### src/logic/colmix_pkg.sv
/*
 * Colour mixer shared definitions: pixel and layer formats, palette
 * words, colour channels, the CPU handshake states and pipeline constants.
 */
package colmix_pkg;

    // palette geometry
    localparam int PAL_WORDS = 2048;
    localparam int PAL_AW    = $clog2(PAL_WORDS);

    // blanking delay in pxl_cen events, input to output
    localparam int BLANK_DLY = 2;

    // gfx_en bit positions
    localparam int GFX_CHAR = 0;
    localparam int GFX_SCR1 = 1;
    localparam int GFX_SCR2 = 2;
    localparam int GFX_OBJ  = 3;

    // palette word fields
    localparam int PAL_NOSHD = 15; // set: entry ignores shadow
    localparam int PAL_RLSB  = 12;
    localparam int PAL_GLSB  = 13;
    localparam int PAL_BLSB  = 14;

    // char: prio, pal[1:0], colour[3:0]
    typedef logic [6:0] char_pxl_t;

    // scroll: prio, pal[5:0], colour[3:0]
    typedef logic [10:0] scr_pxl_t;

    // sprite: prio[1:0], pal[5:0], colour[3:0]
    typedef logic [11:0] obj_pxl_t;

    // merged candidate: shadow, sprite flag, palette index[9:0]
    typedef logic [11:0] lyr_t;

    typedef logic [PAL_AW-1:0] pal_addr_t;

    // noshd, lsb b/g/r, b[3:0], g[3:0], r[3:0]
    typedef logic [15:0] pal_word_t;

    typedef logic [4:0] color_t;

    typedef logic [14:0] rgb_t; // red, green, blue

    typedef logic [3:0] gfx_en_t;

    // four-phase CPU handshake
    typedef enum logic [1:0] {
        CPU_IDLE,     // waiting for req
        CPU_ACK,      // access done, ack up
        CPU_WAIT_LOW  // req held, keep ack up
    } cpu_state_t;

endpackage

### src/logic/shade_blank.sv
/*
 * Colour output stage. Unpacks the palette word, dims shadowed colours,
 * applies the video enable and keeps RGB aligned with delayed blanking.
 */
`timescale 1ns/1ps

module shade_blank (
    input  logic                  clk,
    input  logic                  rst,
    input  logic                  pxl_cen,
    input  logic                  video_en,
    input  logic                  shadow,
    input  logic                  preLHBL,
    input  logic                  preLVBL,
    input  colmix_pkg::pal_word_t pal_q,
    output colmix_pkg::color_t    red,
    output colmix_pkg::color_t    green,
    output colmix_pkg::color_t    blue,
    output logic                  LHBL,
    output logic                  LVBL
);

    localparam int DLY = colmix_pkg::BLANK_DLY;

    logic [DLY-1:0]        hbl_dly;
    logic [DLY-1:0]        vbl_dly;
    logic [DLY-1:0]        ven_dly;
    colmix_pkg::pal_word_t pal_r;   // palette read stage
    logic                  shadow_r;
    colmix_pkg::color_t    rpal, gpal, bpal;
    colmix_pkg::rgb_t      gated;
    colmix_pkg::rgb_t      rgb_q;

    function automatic colmix_pkg::color_t dim(input colmix_pkg::color_t a);
        dim = a - (a >> 2); // roughly 3/4 brightness
    endfunction

    assign rpal = {pal_r[3:0],  pal_r[colmix_pkg::PAL_RLSB]};
    assign gpal = {pal_r[7:4],  pal_r[colmix_pkg::PAL_GLSB]};
    assign bpal = {pal_r[11:8], pal_r[colmix_pkg::PAL_BLSB]};

    always_comb begin
        if (shadow_r && !pal_r[colmix_pkg::PAL_NOSHD])
            gated = {dim(rpal), dim(gpal), dim(bpal)};
        else
            gated = {rpal, gpal, bpal};
        if (!ven_dly[DLY-1]) gated = '0;
    end

    always_ff @(posedge clk) begin
        if (rst) begin
            hbl_dly  <= '0;
            vbl_dly  <= '0;
            ven_dly  <= '0;
            pal_r    <= '0;
            shadow_r <= 1'b0;
            rgb_q    <= '0;
            LHBL     <= 1'b0; // blanked
            LVBL     <= 1'b0;
        end else if (pxl_cen) begin
            hbl_dly  <= {hbl_dly[DLY-2:0], preLHBL};
            vbl_dly  <= {vbl_dly[DLY-2:0], preLVBL};
            ven_dly  <= {ven_dly[DLY-2:0], video_en};
            pal_r    <= pal_q;
            shadow_r <= shadow;
            LHBL     <= hbl_dly[DLY-1];
            LVBL     <= vbl_dly[DLY-1];
            // black during either blank
            rgb_q    <= (hbl_dly[DLY-1] && vbl_dly[DLY-1]) ? gated : '0;
        end
    end

    assign {red, green, blue} = rgb_q;

endmodule

### config.mk
export PLATFORM = sky130hd
export DESIGN_NAME = shade_blank
export DESIGN_NICKNAME = d
export VERILOG_FILES = /design/src/logic/colmix_pkg.sv /design/src/logic/shade_blank.sv
export SDC_FILE = /design/constraint.sdc
export NUM_CORES = 1
export LEC_CHECK = 0
export BUFFER_PORTS_ARGS = -buffer_cell sky130_fd_sc_hd__buf_2
export CAP_MARGIN = 20
export CORE_MARGIN = 2
export CORE_UTILIZATION = 54
export DETAILED_ROUTE_END_ITERATION = 8
export PLACE_DENSITY = 0.83
export SETUP_SLACK_MARGIN = 0.02
export SLEW_MARGIN = 20
export SYNTH_ARGS = -nofsm -noshare
export SYNTH_HDL_FRONTEND = slang
export SYNTH_SLANG_ARGS = --single-unit
### constraint.sdc
create_clock -name clk -period 1.91 [get_ports clk]
set_input_delay 0.382 -clock clk [delete_from_list [all_inputs] [get_ports clk]]
set_output_delay 0.382 -clock clk [all_outputs]
set_load 0.05 [all_outputs]
==> metrics.md <==
| Metric | Value |
|---|---|
| Outcome | complete, no violations |
| ANT nets after route | 0 |
| Power per cell area | 689 mW/mm^2 |
| M1 GR Usage | between 20 and 30% |
| GPL Wtd Cong | about 0.78 |
| Max-Cap Viols | 0 |
| DR iter-0 viols | slightly above 70 |
| Ant. Diodes | 0 |
| Fmax | between 500 and 600 MHz |
| TritonCTS clock tree | built |
| Worst-path clk slew | 120 ps |
| Register-to-Register Path Depth | 7 |
| Worst EP required | roughly 2200 ps |
| CP max stage cell | fa_1 |
| DR vias | approximately 1500 |
| Seq/Total Area, Yosys | between 40% and 50% |
| Setup CP Type | flop to flop |
| Post-layout util | roughly two thirds |
| Num CTS Buffers | 5 |
| Post-Route WL | 3700 um |
| Seq cells post-synth | 40 |
| Critical Path, Cell by Cell | inv_1, ha_1, fa_1, xnor2_1, mux2_1, a21oi_1, nor2_1 |
| DIE AREA | 0.00408 mm^2 |
| Met3 usage | approximately 4.2% |
| Nets | ~280 |
| Yosys warning count | 0 |
| Cell area after layout | between 0.002 and 0.0025 mm^2 |
| Placed cell area | around 0.0022 mm^2 |
| Layout cells sized above 1 | 23.9% |
| Grt total ovfl | 0 |
| First-pass GRT wire length | roughly 6400 um |
| Port buffer count | 39 |
| Avg Vias per Cell | about 5.2 |
| Worst min path class | input pin to flop |
| Buf+Inv Stages, Crit Path | 1 |
| Cells after Synth | 202 |
| Critical path arrival | ~2000 ps |
| Crit share post-route | a little over nine tenths |
| Syn Nets | 237 |
| Setup Viol. Count Final | 0 |
| Min cycle time layout | approximately 1800 ps |
| Leak | between 0.001 and 0.0015 uW |
| Crit. Startpoint | pal_r[13]$_SDFFE_PP0P_ |
| Synth cell types | 26 |
| CTS root buf | clkbuf_4 |
| Drt pass-1 iters | 5 |
| Htree depth | 2 |
| Antenna violations before repair | 0 |
| Worst-case clock skew | about 5.2 ps |
| Critical path startpoint category | flop |
| Worst slew pin tran | between 400 and 500 ps |
| CP Capture Type | flop |
| Die Wd | roughly 64 um |
| DRC Markers | 0 |
| Height of the die | approximately 64 um |
| Post-Syn Area | ~0.0019 mm^2 |
| Initial core utilization | 57.1% |
| Core area | about 0.0034 mm^2 |
| Clock Sinks | 40 |
| Skew-Pair Late Insertion Delay | 340 ps |
| Max-slew headroom | a little over two thirds |
| Max Slew Vio Count | 0 |
| Area growth syn-to-layout | 16.0% |
| GRT Util Overall | between 15 and 20% |
| Site Rows | 21 |
| Syn_area_per_cell | 9.58 um^2 |
| Endpoints failing hold | 0 |
| Reg-to-reg endpoint | rgb_q[7]$_SDFFE_PP0P_ |
| Dpl hpwl | approximately 2700 um |
| GRT Max-Usage Layer | met2 |
| Routing usage on met2 | between 30% and 40% |
| Worst r2r src | pal_r[13]$_SDFFE_PP0P_ |
| Top-Level Pins | 40 |
| Setup slack, reg-to-reg | 100 ps |
| Worst min-delay path startpoint | pal_q[10] |
| Post-CTS Setup Repair Bufs | 0 |
| Largest net degree at the start of global routing | 26 |
| Worst Hold Path Cells | 3 |
| CP Max Fanout | 3 |
| Crit path max-delay family | adder cells |
| CP peak stage delay | between 400 and 500 ps |
| Clock buffer depth | 2 |
| RSZ-0062 raised after global routing | false |
| Vias in the first global route | about 1400 |
| Total power | between 1500 and 2000 uW |
| Max IR drop VDD | between 0.0005 and 0.0006 V |
| Setup_tns | 0 ps |
| WHS Endpoint | pal_r[10]$_SDFFE_PP0P_ |
| WL per Instance | 12.8 um |
cell usage after synthesis:
cell type | number | area [um^2]
dfxtp_1 | 40 | 801
nor2_1 | 33 | 124
mux2i_1 | 25 | 250
inv_1 | 12 | 45.0
a21oi_1 | 9 | 45.0
ha_1 | 9 | 113
nand2_1 | 9 | 33.8
nor2b_1 | 7 | 43.8
buf_2 | 6 | 30.0
nand2b_1 | 6 | 37.5
o211ai_1 | 6 | 45.0
xnor2_1 | 6 | 52.6
nand4_1 | 4 | 25.0
a2111o_1 | 3 | 33.8
a22o_1 | 3 | 26.3
clkbuf_1 | 3 | 11.3
fa_1 | 3 | 60.1
mux2_1 | 3 | 33.8
nand3_1 | 3 | 15.0
o21ai_0 | 3 | 15.0
a2111oi_2 | 2 | 30.0
buf_1 | 2 | 7.51
inv_2 | 2 | 7.51
a2111oi_4 | 1 | 27.5
and4_1 | 1 | 8.76
nand2b_4 | 1 | 13.8
layout by cell type (no fill, tap or decap), drive strengths merged:
cell type / count
clkinv: 3
nand2b: 7
a2111o: 3
mux2i: 25
a21oi: 9
and4: 1
fa: 3
inv: 14
o21ai: 3
ha: 9
xnor2: 6
mux2: 3
dfxtp: 40
nand4: 4
a2111oi: 3
nand3: 3
nor2b: 7
nor2: 33
o211ai: 6
buf: 44
a22o: 3
nand2: 9
clkbuf: 5
registers in the layout (all words and copies together) (netlist names):
name / count
pal_r: 16
rgb_q: 15
hbl_dly: 2
vbl_dly: 2
ven_dly: 2
LHBL: 1
LVBL: 1
shadow_r: 1
per-stage QoR:
| step | std cells | hold WS, ps | setup WS [ps] |
|---|---|---|---|
| 3_5_place_dp | 281 | 436 | 139 |
| 3_3_place_gp | 281 | 434 | 200 |
| 2_1_floorplan | 202 | 460 | 237 |
| 6_report | 289 | 265 | 101 |
| 5_1_grt | 289 | 264 | 14.7 |
| 4_1_cts | 289 | 264 | 111 |
worst reg2reg max path, stage by stage (launching register included):
cell	delay, ps
dfxtp_1	380
inv_1	60
ha_1	200
fa_1	420
xnor2_1	150
mux2_1	300
a21oi_1	160
nor2_1	50
power breakdown:
| group | leakage (uW) | switching (uW) | internal [uW] |
|---|---|---|---|
| sequential | 0.000326 | 25.7 | 862 |
| combinational | 0.000649 | 127 | 109 |
| clock | 0.0000349 | 283 | 142 |
cells by family after synthesis:
kind of cell / Yosys count / synth area share, %
XOR/XNOR: 6 / 2.71
AND/OR/NAND/NOR: 64 / 15.6
adder cells (fa/ha/maj): 12 / 8.92
AO/OA/AOI/OAI: 27 / 11.5
flip-flops: 40 / 41.4
buffers and inverters: 25 / 5.24
multiplexers: 28 / 14.7
per-layer routing:
layer / vias to the layer above / wire length [um]
li1: 776 / -
met1: 700 / 1780
met2: 35 / 1750
met3: 4 / 147
met4: 0 / 31
met5: - / 0
area by class of cell:
| type | instances | area (um^2) |
|---|---|---|
| Sequential cell | 40 | 801 |
| Clock inverter | 3 | 18.8 |
| Tap cell | 46 | 57.6 |
| Fill cell | 290 | 1140 |
| Inverter | 14 | 52.6 |
| Multi-Input combinational cell | 137 | 1050 |
| Timing Repair Buffer | 44 | 233 |
| Clock buffer | 5 | 37.5 |
how the worst max path moves through the flow:
stage,to,slack [ps],depth (start not counted)
after floorplan,rgb_q[2]$_SDFFE_PP0P_,240,7
after global placement,rgb_q[14]$_SDFFE_PP0P_,200,6
after detailed placement,rgb_q[14]$_SDFFE_PP0P_,140,6
after CTS,rgb_q[7]$_SDFFE_PP0P_,110,7
after global routing,rgb_q[14]$_SDFFE_PP0P_,10,6
final,rgb_q[7]$_SDFFE_PP0P_,100,7
what timing repair did:
item                       4_1_cts  5_1_grt
setup endpoints to repair        0        1
gates resized for setup          0        1
hold buffers                     0        0
No activity file was read; power rests on OpenSTA's default activity.
