## src/logic/colmix_pkg.sv

```systemverilog
/*
 * Colour mixer shared definitions: pixel and layer formats, palette
 * words, colour channels, the CPU handshake states and pipeline constants.
 */
package colmix_pkg;

    // palette geometry
    localparam int PAL_WORDS = 2048;
    localparam int PAL_AW    = $clog2(PAL_WORDS);

    // blanking delay in pxl_cen events, input to output
    localparam int BLANK_DLY = 2;

    // gfx_en bit positions
    localparam int GFX_CHAR = 0;
    localparam int GFX_SCR1 = 1;
    localparam int GFX_SCR2 = 2;
    localparam int GFX_OBJ  = 3;

    // palette word fields
    localparam int PAL_NOSHD = 15; // set: entry ignores shadow
    localparam int PAL_RLSB  = 12;
    localparam int PAL_GLSB  = 13;
    localparam int PAL_BLSB  = 14;

    // char: prio, pal[1:0], colour[3:0]
    typedef logic [6:0] char_pxl_t;

    // scroll: prio, pal[5:0], colour[3:0]
    typedef logic [10:0] scr_pxl_t;

    // sprite: prio[1:0], pal[5:0], colour[3:0]
    typedef logic [11:0] obj_pxl_t;

    // merged candidate: shadow, sprite flag, palette index[9:0]
    typedef logic [11:0] lyr_t;

    typedef logic [PAL_AW-1:0] pal_addr_t;

    // noshd, lsb b/g/r, b[3:0], g[3:0], r[3:0]
    typedef logic [15:0] pal_word_t;

    typedef logic [4:0] color_t;

    typedef logic [14:0] rgb_t; // red, green, blue

    typedef logic [3:0] gfx_en_t;

    // four-phase CPU handshake
    typedef enum logic [1:0] {
        CPU_IDLE,     // waiting for req
        CPU_ACK,      // access done, ack up
        CPU_WAIT_LOW  // req held, keep ack up
    } cpu_state_t;

endpackage

```

## src/logic/layer_prio.sv

```systemverilog
/*
 * Layer priority for the colour mixer. Gates the four graphics layers,
 * merges sprite and tile per slot and picks the first opaque slot.
 */
`timescale 1ns/1ps

module layer_prio (
    input  logic                  clk,
    input  logic                  rst,
    input  logic                  pxl_cen,
    input  colmix_pkg::gfx_en_t   gfx_en,
    input  colmix_pkg::char_pxl_t char_pxl,
    input  colmix_pkg::scr_pxl_t  scr1_pxl,
    input  colmix_pkg::scr_pxl_t  scr2_pxl,
    input  colmix_pkg::obj_pxl_t  obj_pxl,
    output colmix_pkg::pal_addr_t pal_addr,
    output logic                  shadow
);

    colmix_pkg::char_pxl_t char_g;
    colmix_pkg::scr_pxl_t  scr1_g;
    colmix_pkg::scr_pxl_t  scr2_g;
    colmix_pkg::obj_pxl_t  obj_g;
    logic [1:0]            obj_prio;

    colmix_pkg::lyr_t      lyr [4]; // slot 0 is the front
    colmix_pkg::lyr_t      win;

    // sprite over tile, or shadow over tile
    function automatic colmix_pkg::lyr_t tile_or_obj(
        input logic [9:0] obj,
        input logic [9:0] tile,
        input logic       tile_prio,
        input logic       oprio
    );
        logic take_obj;
        take_obj = (obj[3:0] != 4'd0) && oprio && (!tile_prio || tile[2:0] == 3'd0);
        if (!take_obj)
            tile_or_obj = {2'b00, tile};
        else if (&obj[9:4])
            tile_or_obj = {2'b10, tile}; // shadow sprite, tile shows through
        else
            tile_or_obj = {2'b01, obj};
    endfunction

    function automatic logic opaque(input colmix_pkg::lyr_t l);
        // tiles use colour 0 and 8 as transparent
        opaque = l[10] ? (l[3:0] != 4'd0) : (l[2:0] != 3'd0);
    endfunction

    always_comb begin
        char_g = char_pxl;
        scr1_g = scr1_pxl;
        scr2_g = scr2_pxl;
        obj_g  = obj_pxl;
        if (!gfx_en[colmix_pkg::GFX_CHAR]) char_g[3:0] = 4'd0;
        if (!gfx_en[colmix_pkg::GFX_SCR1]) scr1_g[3:0] = 4'd0;
        if (!gfx_en[colmix_pkg::GFX_SCR2]) scr2_g[3:0] = 4'd0;
        if (!gfx_en[colmix_pkg::GFX_OBJ])  obj_g[3:0]  = 4'd0;
    end

    assign obj_prio = obj_g[11:10];

    always_ff @(posedge clk) begin
        if (rst) begin
            for (int i = 0; i < 4; i++) begin
                lyr[i] <= '0;
            end
        end else if (pxl_cen) begin
            lyr[0] <= tile_or_obj(obj_g[9:0], {4'd0, char_g[5:0]}, char_g[6],
                                  obj_prio == 2'd3);
            lyr[1] <= tile_or_obj(obj_g[9:0], scr1_g[9:0], scr1_g[10],
                                  obj_prio >= 2'd2);
            lyr[2] <= tile_or_obj(obj_g[9:0], scr2_g[9:0], scr2_g[10],
                                  obj_prio >= 2'd1);
            // backdrop slot, sprite always wins here
            lyr[3] <= tile_or_obj(obj_g[9:0], {scr2_g[9:4], 4'd0}, 1'b0, 1'b1);
        end
    end

    // first opaque slot wins, slot 3 as fallback
    always_comb begin
        win = lyr[3];
        for (int i = 2; i >= 0; i--) begin
            if (opaque(lyr[i])) win = lyr[i];
        end
    end

    assign {shadow, pal_addr} = win;

endmodule

```

## config.mk

```make
export PLATFORM = sky130hd
export DESIGN_NAME = layer_prio
export DESIGN_NICKNAME = d
export VERILOG_FILES = /design/src/logic/colmix_pkg.sv /design/src/logic/layer_prio.sv
export SDC_FILE = /design/constraint.sdc
export NUM_CORES = 1
export LEC_CHECK = 0
export BUFFER_PORTS_ARGS = -buffer_cell sky130_fd_sc_hd__buf_4
export CELL_PAD_IN_SITES_DETAIL_PLACEMENT = 1
export CELL_PAD_IN_SITES_GLOBAL_PLACEMENT = 1
export CORE_AREA = 2 2 74 105
export DETAILED_ROUTE_END_ITERATION = 16
export DIE_AREA = 0 0 76 107
export PLACE_DENSITY = 0.84
export SYNTH_ARGS = -nofsm -noshare
export SYNTH_HDL_FRONTEND = slang
export SYNTH_SLANG_ARGS = --single-unit
```

## constraint.sdc

```tcl
create_clock -name clk -period 1.4 [get_ports clk]
set_input_delay 0.07 -clock clk [delete_from_list [all_inputs] [get_ports clk]]
set_output_delay 0.07 -clock clk [all_outputs]
set_load 0.005 [all_outputs]
```

==> results_tabular.tex <==
\begin{tabular}{lr}
\hline
Metric & Value \\
\hline
\multicolumn{2}{l}{\textbf{Worst hold path}} \\
\quad Hold path start & scr2\_pxl[6] \\
\quad Path class of the lowest-slack min-delay path & input pin to flip-flop \\
\multicolumn{2}{l}{\textbf{Setup path}} \\
\quad Worst setup path start & lyr[2][3] \\
\quad Critical Path Source Type & flip-flop \\
\quad Data required time of the critical path & around 1.3 ns \\
\quad Crit path arrival time & 1.90 ns \\
\quad Type of destination of the critical path & primary output \\
\quad WS Path Type & flip-flop to primary output \\
\quad Highest net fanout along the worst path & 7 \\
\multicolumn{2}{l}{\textbf{GRT}} \\
\quad Antenna violations before repair & 0 \\
\quad Global-route congestion overflow total & 0 \\
\quad Maximum number of pins on one net before global-route repair & between 40 and 50 \\
\quad Global-route wire length before repair & roughly 13 mm \\
\quad Global routing usage summed across all routing layers & 0.2114 \\
\quad Number of global-route vias before repair & roughly 2,600 \\
\multicolumn{2}{l}{\textbf{Routing}} \\
\quad Initial DRC count & 110 \\
\quad Number of remaining DRC errors & 0 \\
\quad Vias after detailed routing & $\sim$2,400 \\
\quad First-pass iteration count of the detailed router & 4 \\
\quad Final Routed Wirelength & $\sim$8.5 mm \\
\quad Routed Antenna Nets & 0 \\
\quad Detailed-route vias per instance & roughly 5.2 \\
\quad Routed length per instance & 18.66 um \\
\multicolumn{2}{l}{\textbf{Logic synthesis}} \\
\quad Most used flip-flop cell after synthesis & edfxtp\_1 \\
\quad Total of warnings raised by yosys & 0 \\
\quad Fraction of the yosys area taken by sequential cells & 0.5388 \\
\quad Total standard cell area after synthesis & between 2000 and 3000 sq um \\
\quad Count of state elements after synthesis & 48 \\
\quad Post-synthesis async set-or-reset flop share & 0 \\
\quad Number of distinct library cells after synthesis & 41 \\
\quad Syn\_area\_per\_cell & approximately 11 sq um \\
\quad Synthesized net count & between 200 and 300 \\
\quad Post-synth EDFFs & 48 \\
\quad Cell count after synthesis & approximately 240 \\
\multicolumn{2}{l}{\textbf{STA}} \\
\quad Final hold slack & a little under 0.1 ns \\
\quad Max Slew Vio Count & 0 \\
\quad Hold violation count in the final report & 0 \\
\quad Setup slack after layout & -0.5733 ns \\
\quad Least-Margin Pin Slew & around 0.51 ns \\
\quad Fraction of the cycle the final worst path needs & 1.410 \\
\quad Final setup violation count & 12 \\
\quad Unrepaired setup endpoints after global routing & yes \\
\quad Shortest period the worst path allows & roughly 2.0 ns \\
\quad Relative slew margins & 0.6561 \\
\quad FMAX & approximately 510 MHz \\
\multicolumn{2}{l}{\textbf{Floorplanning}} \\
\quad Floorplan die area & 8132 sq um \\
\quad Placeable core region & about 7000 sq um \\
\quad Number of top-level design ports & 60 \\
\quad Overall die height & approximately 110 um \\
\quad Width of the die & between 70 and 80 um \\
\quad Number of standard-cell rows in the floorplan & 37 \\
\quad Starting Density & 0.3728 \\
\multicolumn{2}{l}{\textbf{Cells and area}} \\
\quad Layout cells sized above 1 & 0.4538 \\
\quad Net count, final & between 400 and 500 \\
\quad Final antenna diode count & 0 \\
\quad Area overhead of the layout relative to synthesis & 47.52\% \\
\quad Max FFs per register & between 40 and 50 \\
\quad Fill cells & just under 800 \\
\quad Largest reg by FF count & lyr \\
\quad Leading registers by flop count & lyr (48) \\
\quad Final cell count without fillers & 454 \\
\quad Final Core Density & 0.5500 \\
\quad Multi-input gate area & 1310 sq um \\
\quad Footprint of the flip-flops and latches & 1441 sq um \\
\multicolumn{2}{l}{\textbf{CTS}} \\
\quad Number of sinks driven by the clock tree & between 40 and 50 \\
\quad Clock tree from TritonCTS & built \\
\quad Deepest clock path buffer count & 2 \\
\quad Total clock buffers created by CTS & 5 \\
\quad Total number of H-tree levels & 2 \\
\quad Buffer cell driving the clock tree root & clkbuf\_8 \\
\quad Reg clk slew, reported paths & $\sim$0.090 ns \\
\quad Hold Buf Count CTS & 0 \\
\multicolumn{2}{l}{\textbf{Placed design}} \\
\quad Routability cong. & around 0.86 \\
\quad Port buffer count & between 50 and 60 \\
\quad \# placed instances & $\sim$440 \\
\quad Pre-CTS WS & -0.4807 ns \\
\quad HPWL after DPL & 6.527 mm \\
\multicolumn{2}{l}{\textbf{Power and ir drop}} \\
\quad Pwr Density & 991.9 nW/um\^{}2 \\
\quad Largest vdd supply drop & 636.8 uV \\
\quad Leak & about 1.6 nW \\
\multicolumn{2}{l}{\textbf{Job}} \\
\quad Max\_cap viols & 0 \\
\multicolumn{2}{l}{\textbf{Run status}} \\
\quad Failing checks & negative setup slack \\
\quad Result of the run & finished, violations left \\
\hline
\end{tabular}
[cell type report]
type / instances / share of cell area
multi-input cells: 184 / 0.3320
inverters: 2 / 0.001902
clock buffers: 5 / 0.01744
well taps: 97 / 0.03075
repair buffers: 115 / 0.2353
flip-flops and latches: 48 / 0.3653
clock inverters: 3 / 0.01744
[synthesized netlist by cell type (2+ instances only)]
library cell  instances  area (sq um)
nand3_1              16         80.08
clkbuf_1              5         18.77
nand2b_1              2         12.51
and3_1                9         56.30
nor2_1               14         52.55
o21ai_0              12         60.06
o311ai_0              2         17.52
mux2i_1              32         320.3
a211oi_1              2         15.01
a21oi_1               4         20.02
buf_2                 2         10.01
o21ai_1               8         40.04
o41ai_1               3         26.28
nand2_1              49         183.9
a31oi_1               2         12.51
inv_1                 2         7.510
nor3_1                4         20.02
edfxtp_1             48          1441
and2_1                4         25.02
nor2_8                2         40.04
clkbuf_2              2         10.01
[final timing paths]
check	endpoint	slack (ns)	depth (start not counted)
min	lyr[3][6]	0.1	3
max	pal_addr[6]	-0.57	6
[worst max-delay path, cell delays in order (launching register included)]
cell and delay [ns]:
edfxtp_1 0.46, buf_6 0.15, a2111o_1 0.49, nand2_1 0.12, and3_4 0.18, o21ai_2 0.05, buf_4 0.13
[power breakdown]
part	leakage (nW)	internal, W	total, W	switching, W
Sequential	0.518	0.00170	0.00177	0.0000714
Clock	0.0687	0.000719	0.00123	0.000511
Combinational	1.05	0.000478	0.000911	0.000433
Total	1.64	0.00290	0.00391	0.00102
[placed cells by master (no fill, tap or decap), drive strengths merged, types with 2 or more instances in the layout]
cell | netlist | final
buf | 4 | 115
nand2 | 49 | 49
edfxtp | 48 | 48
mux2i | 32 | 32
o21ai | 21 | 21
nor2 | 18 | 19
nand3 | 16 | 16
and3 | 9 | 9
clkbuf | 7 | 5
nor3 | 5 | 5
and2 | 4 | 4
a21oi | 4 | 4
o41ai | 3 | 3
inv | 2 | 3
o311ai | 3 | 3
a211oi | 2 | 2
bufinv | 0 | 2
nand2b | 2 | 2
a31oi | 2 | 2
nand4 | 2 | 2
[stage by stage]
step           setup TNS, ns  power, W  instance area [sq um]
2_1_floorplan              0  0.002114                   2675
3_3_place_gp          -6.917  0.002558                   3617
3_5_place_dp          -10.01  0.002608                   3617
4_1_cts               -6.076  0.003858                   3825
5_1_grt               -7.073  0.004048                   3946
6_report              -6.153  0.003914                   3946
[cell families after synthesis]
logic type,share of synthesized area
buffers and inverters,0.02152
flip-flops,0.5388
AND/OR/NAND/NOR,0.2030
multiplexers,0.1197
AO/OA/AOI/OAI,0.1169
[per-layer routing]
layer  vias up  routed length (um)  global-route usage
met4         0                 295              0.1117
met3        22                 270             0.02441
met1      1156                3317              0.2284
met2        68                4587              0.4024
met5         -                   0                   0
li1       1135                   -                   -
[repair_timing]
item,4_1_cts,5_1_grt
buffers inserted,1,5
gates resized for setup,19,18
endpoints found under the setup margin,18,18
pin swaps,6,15
cloned,0,1
Power figures use the tool's default switching activity.
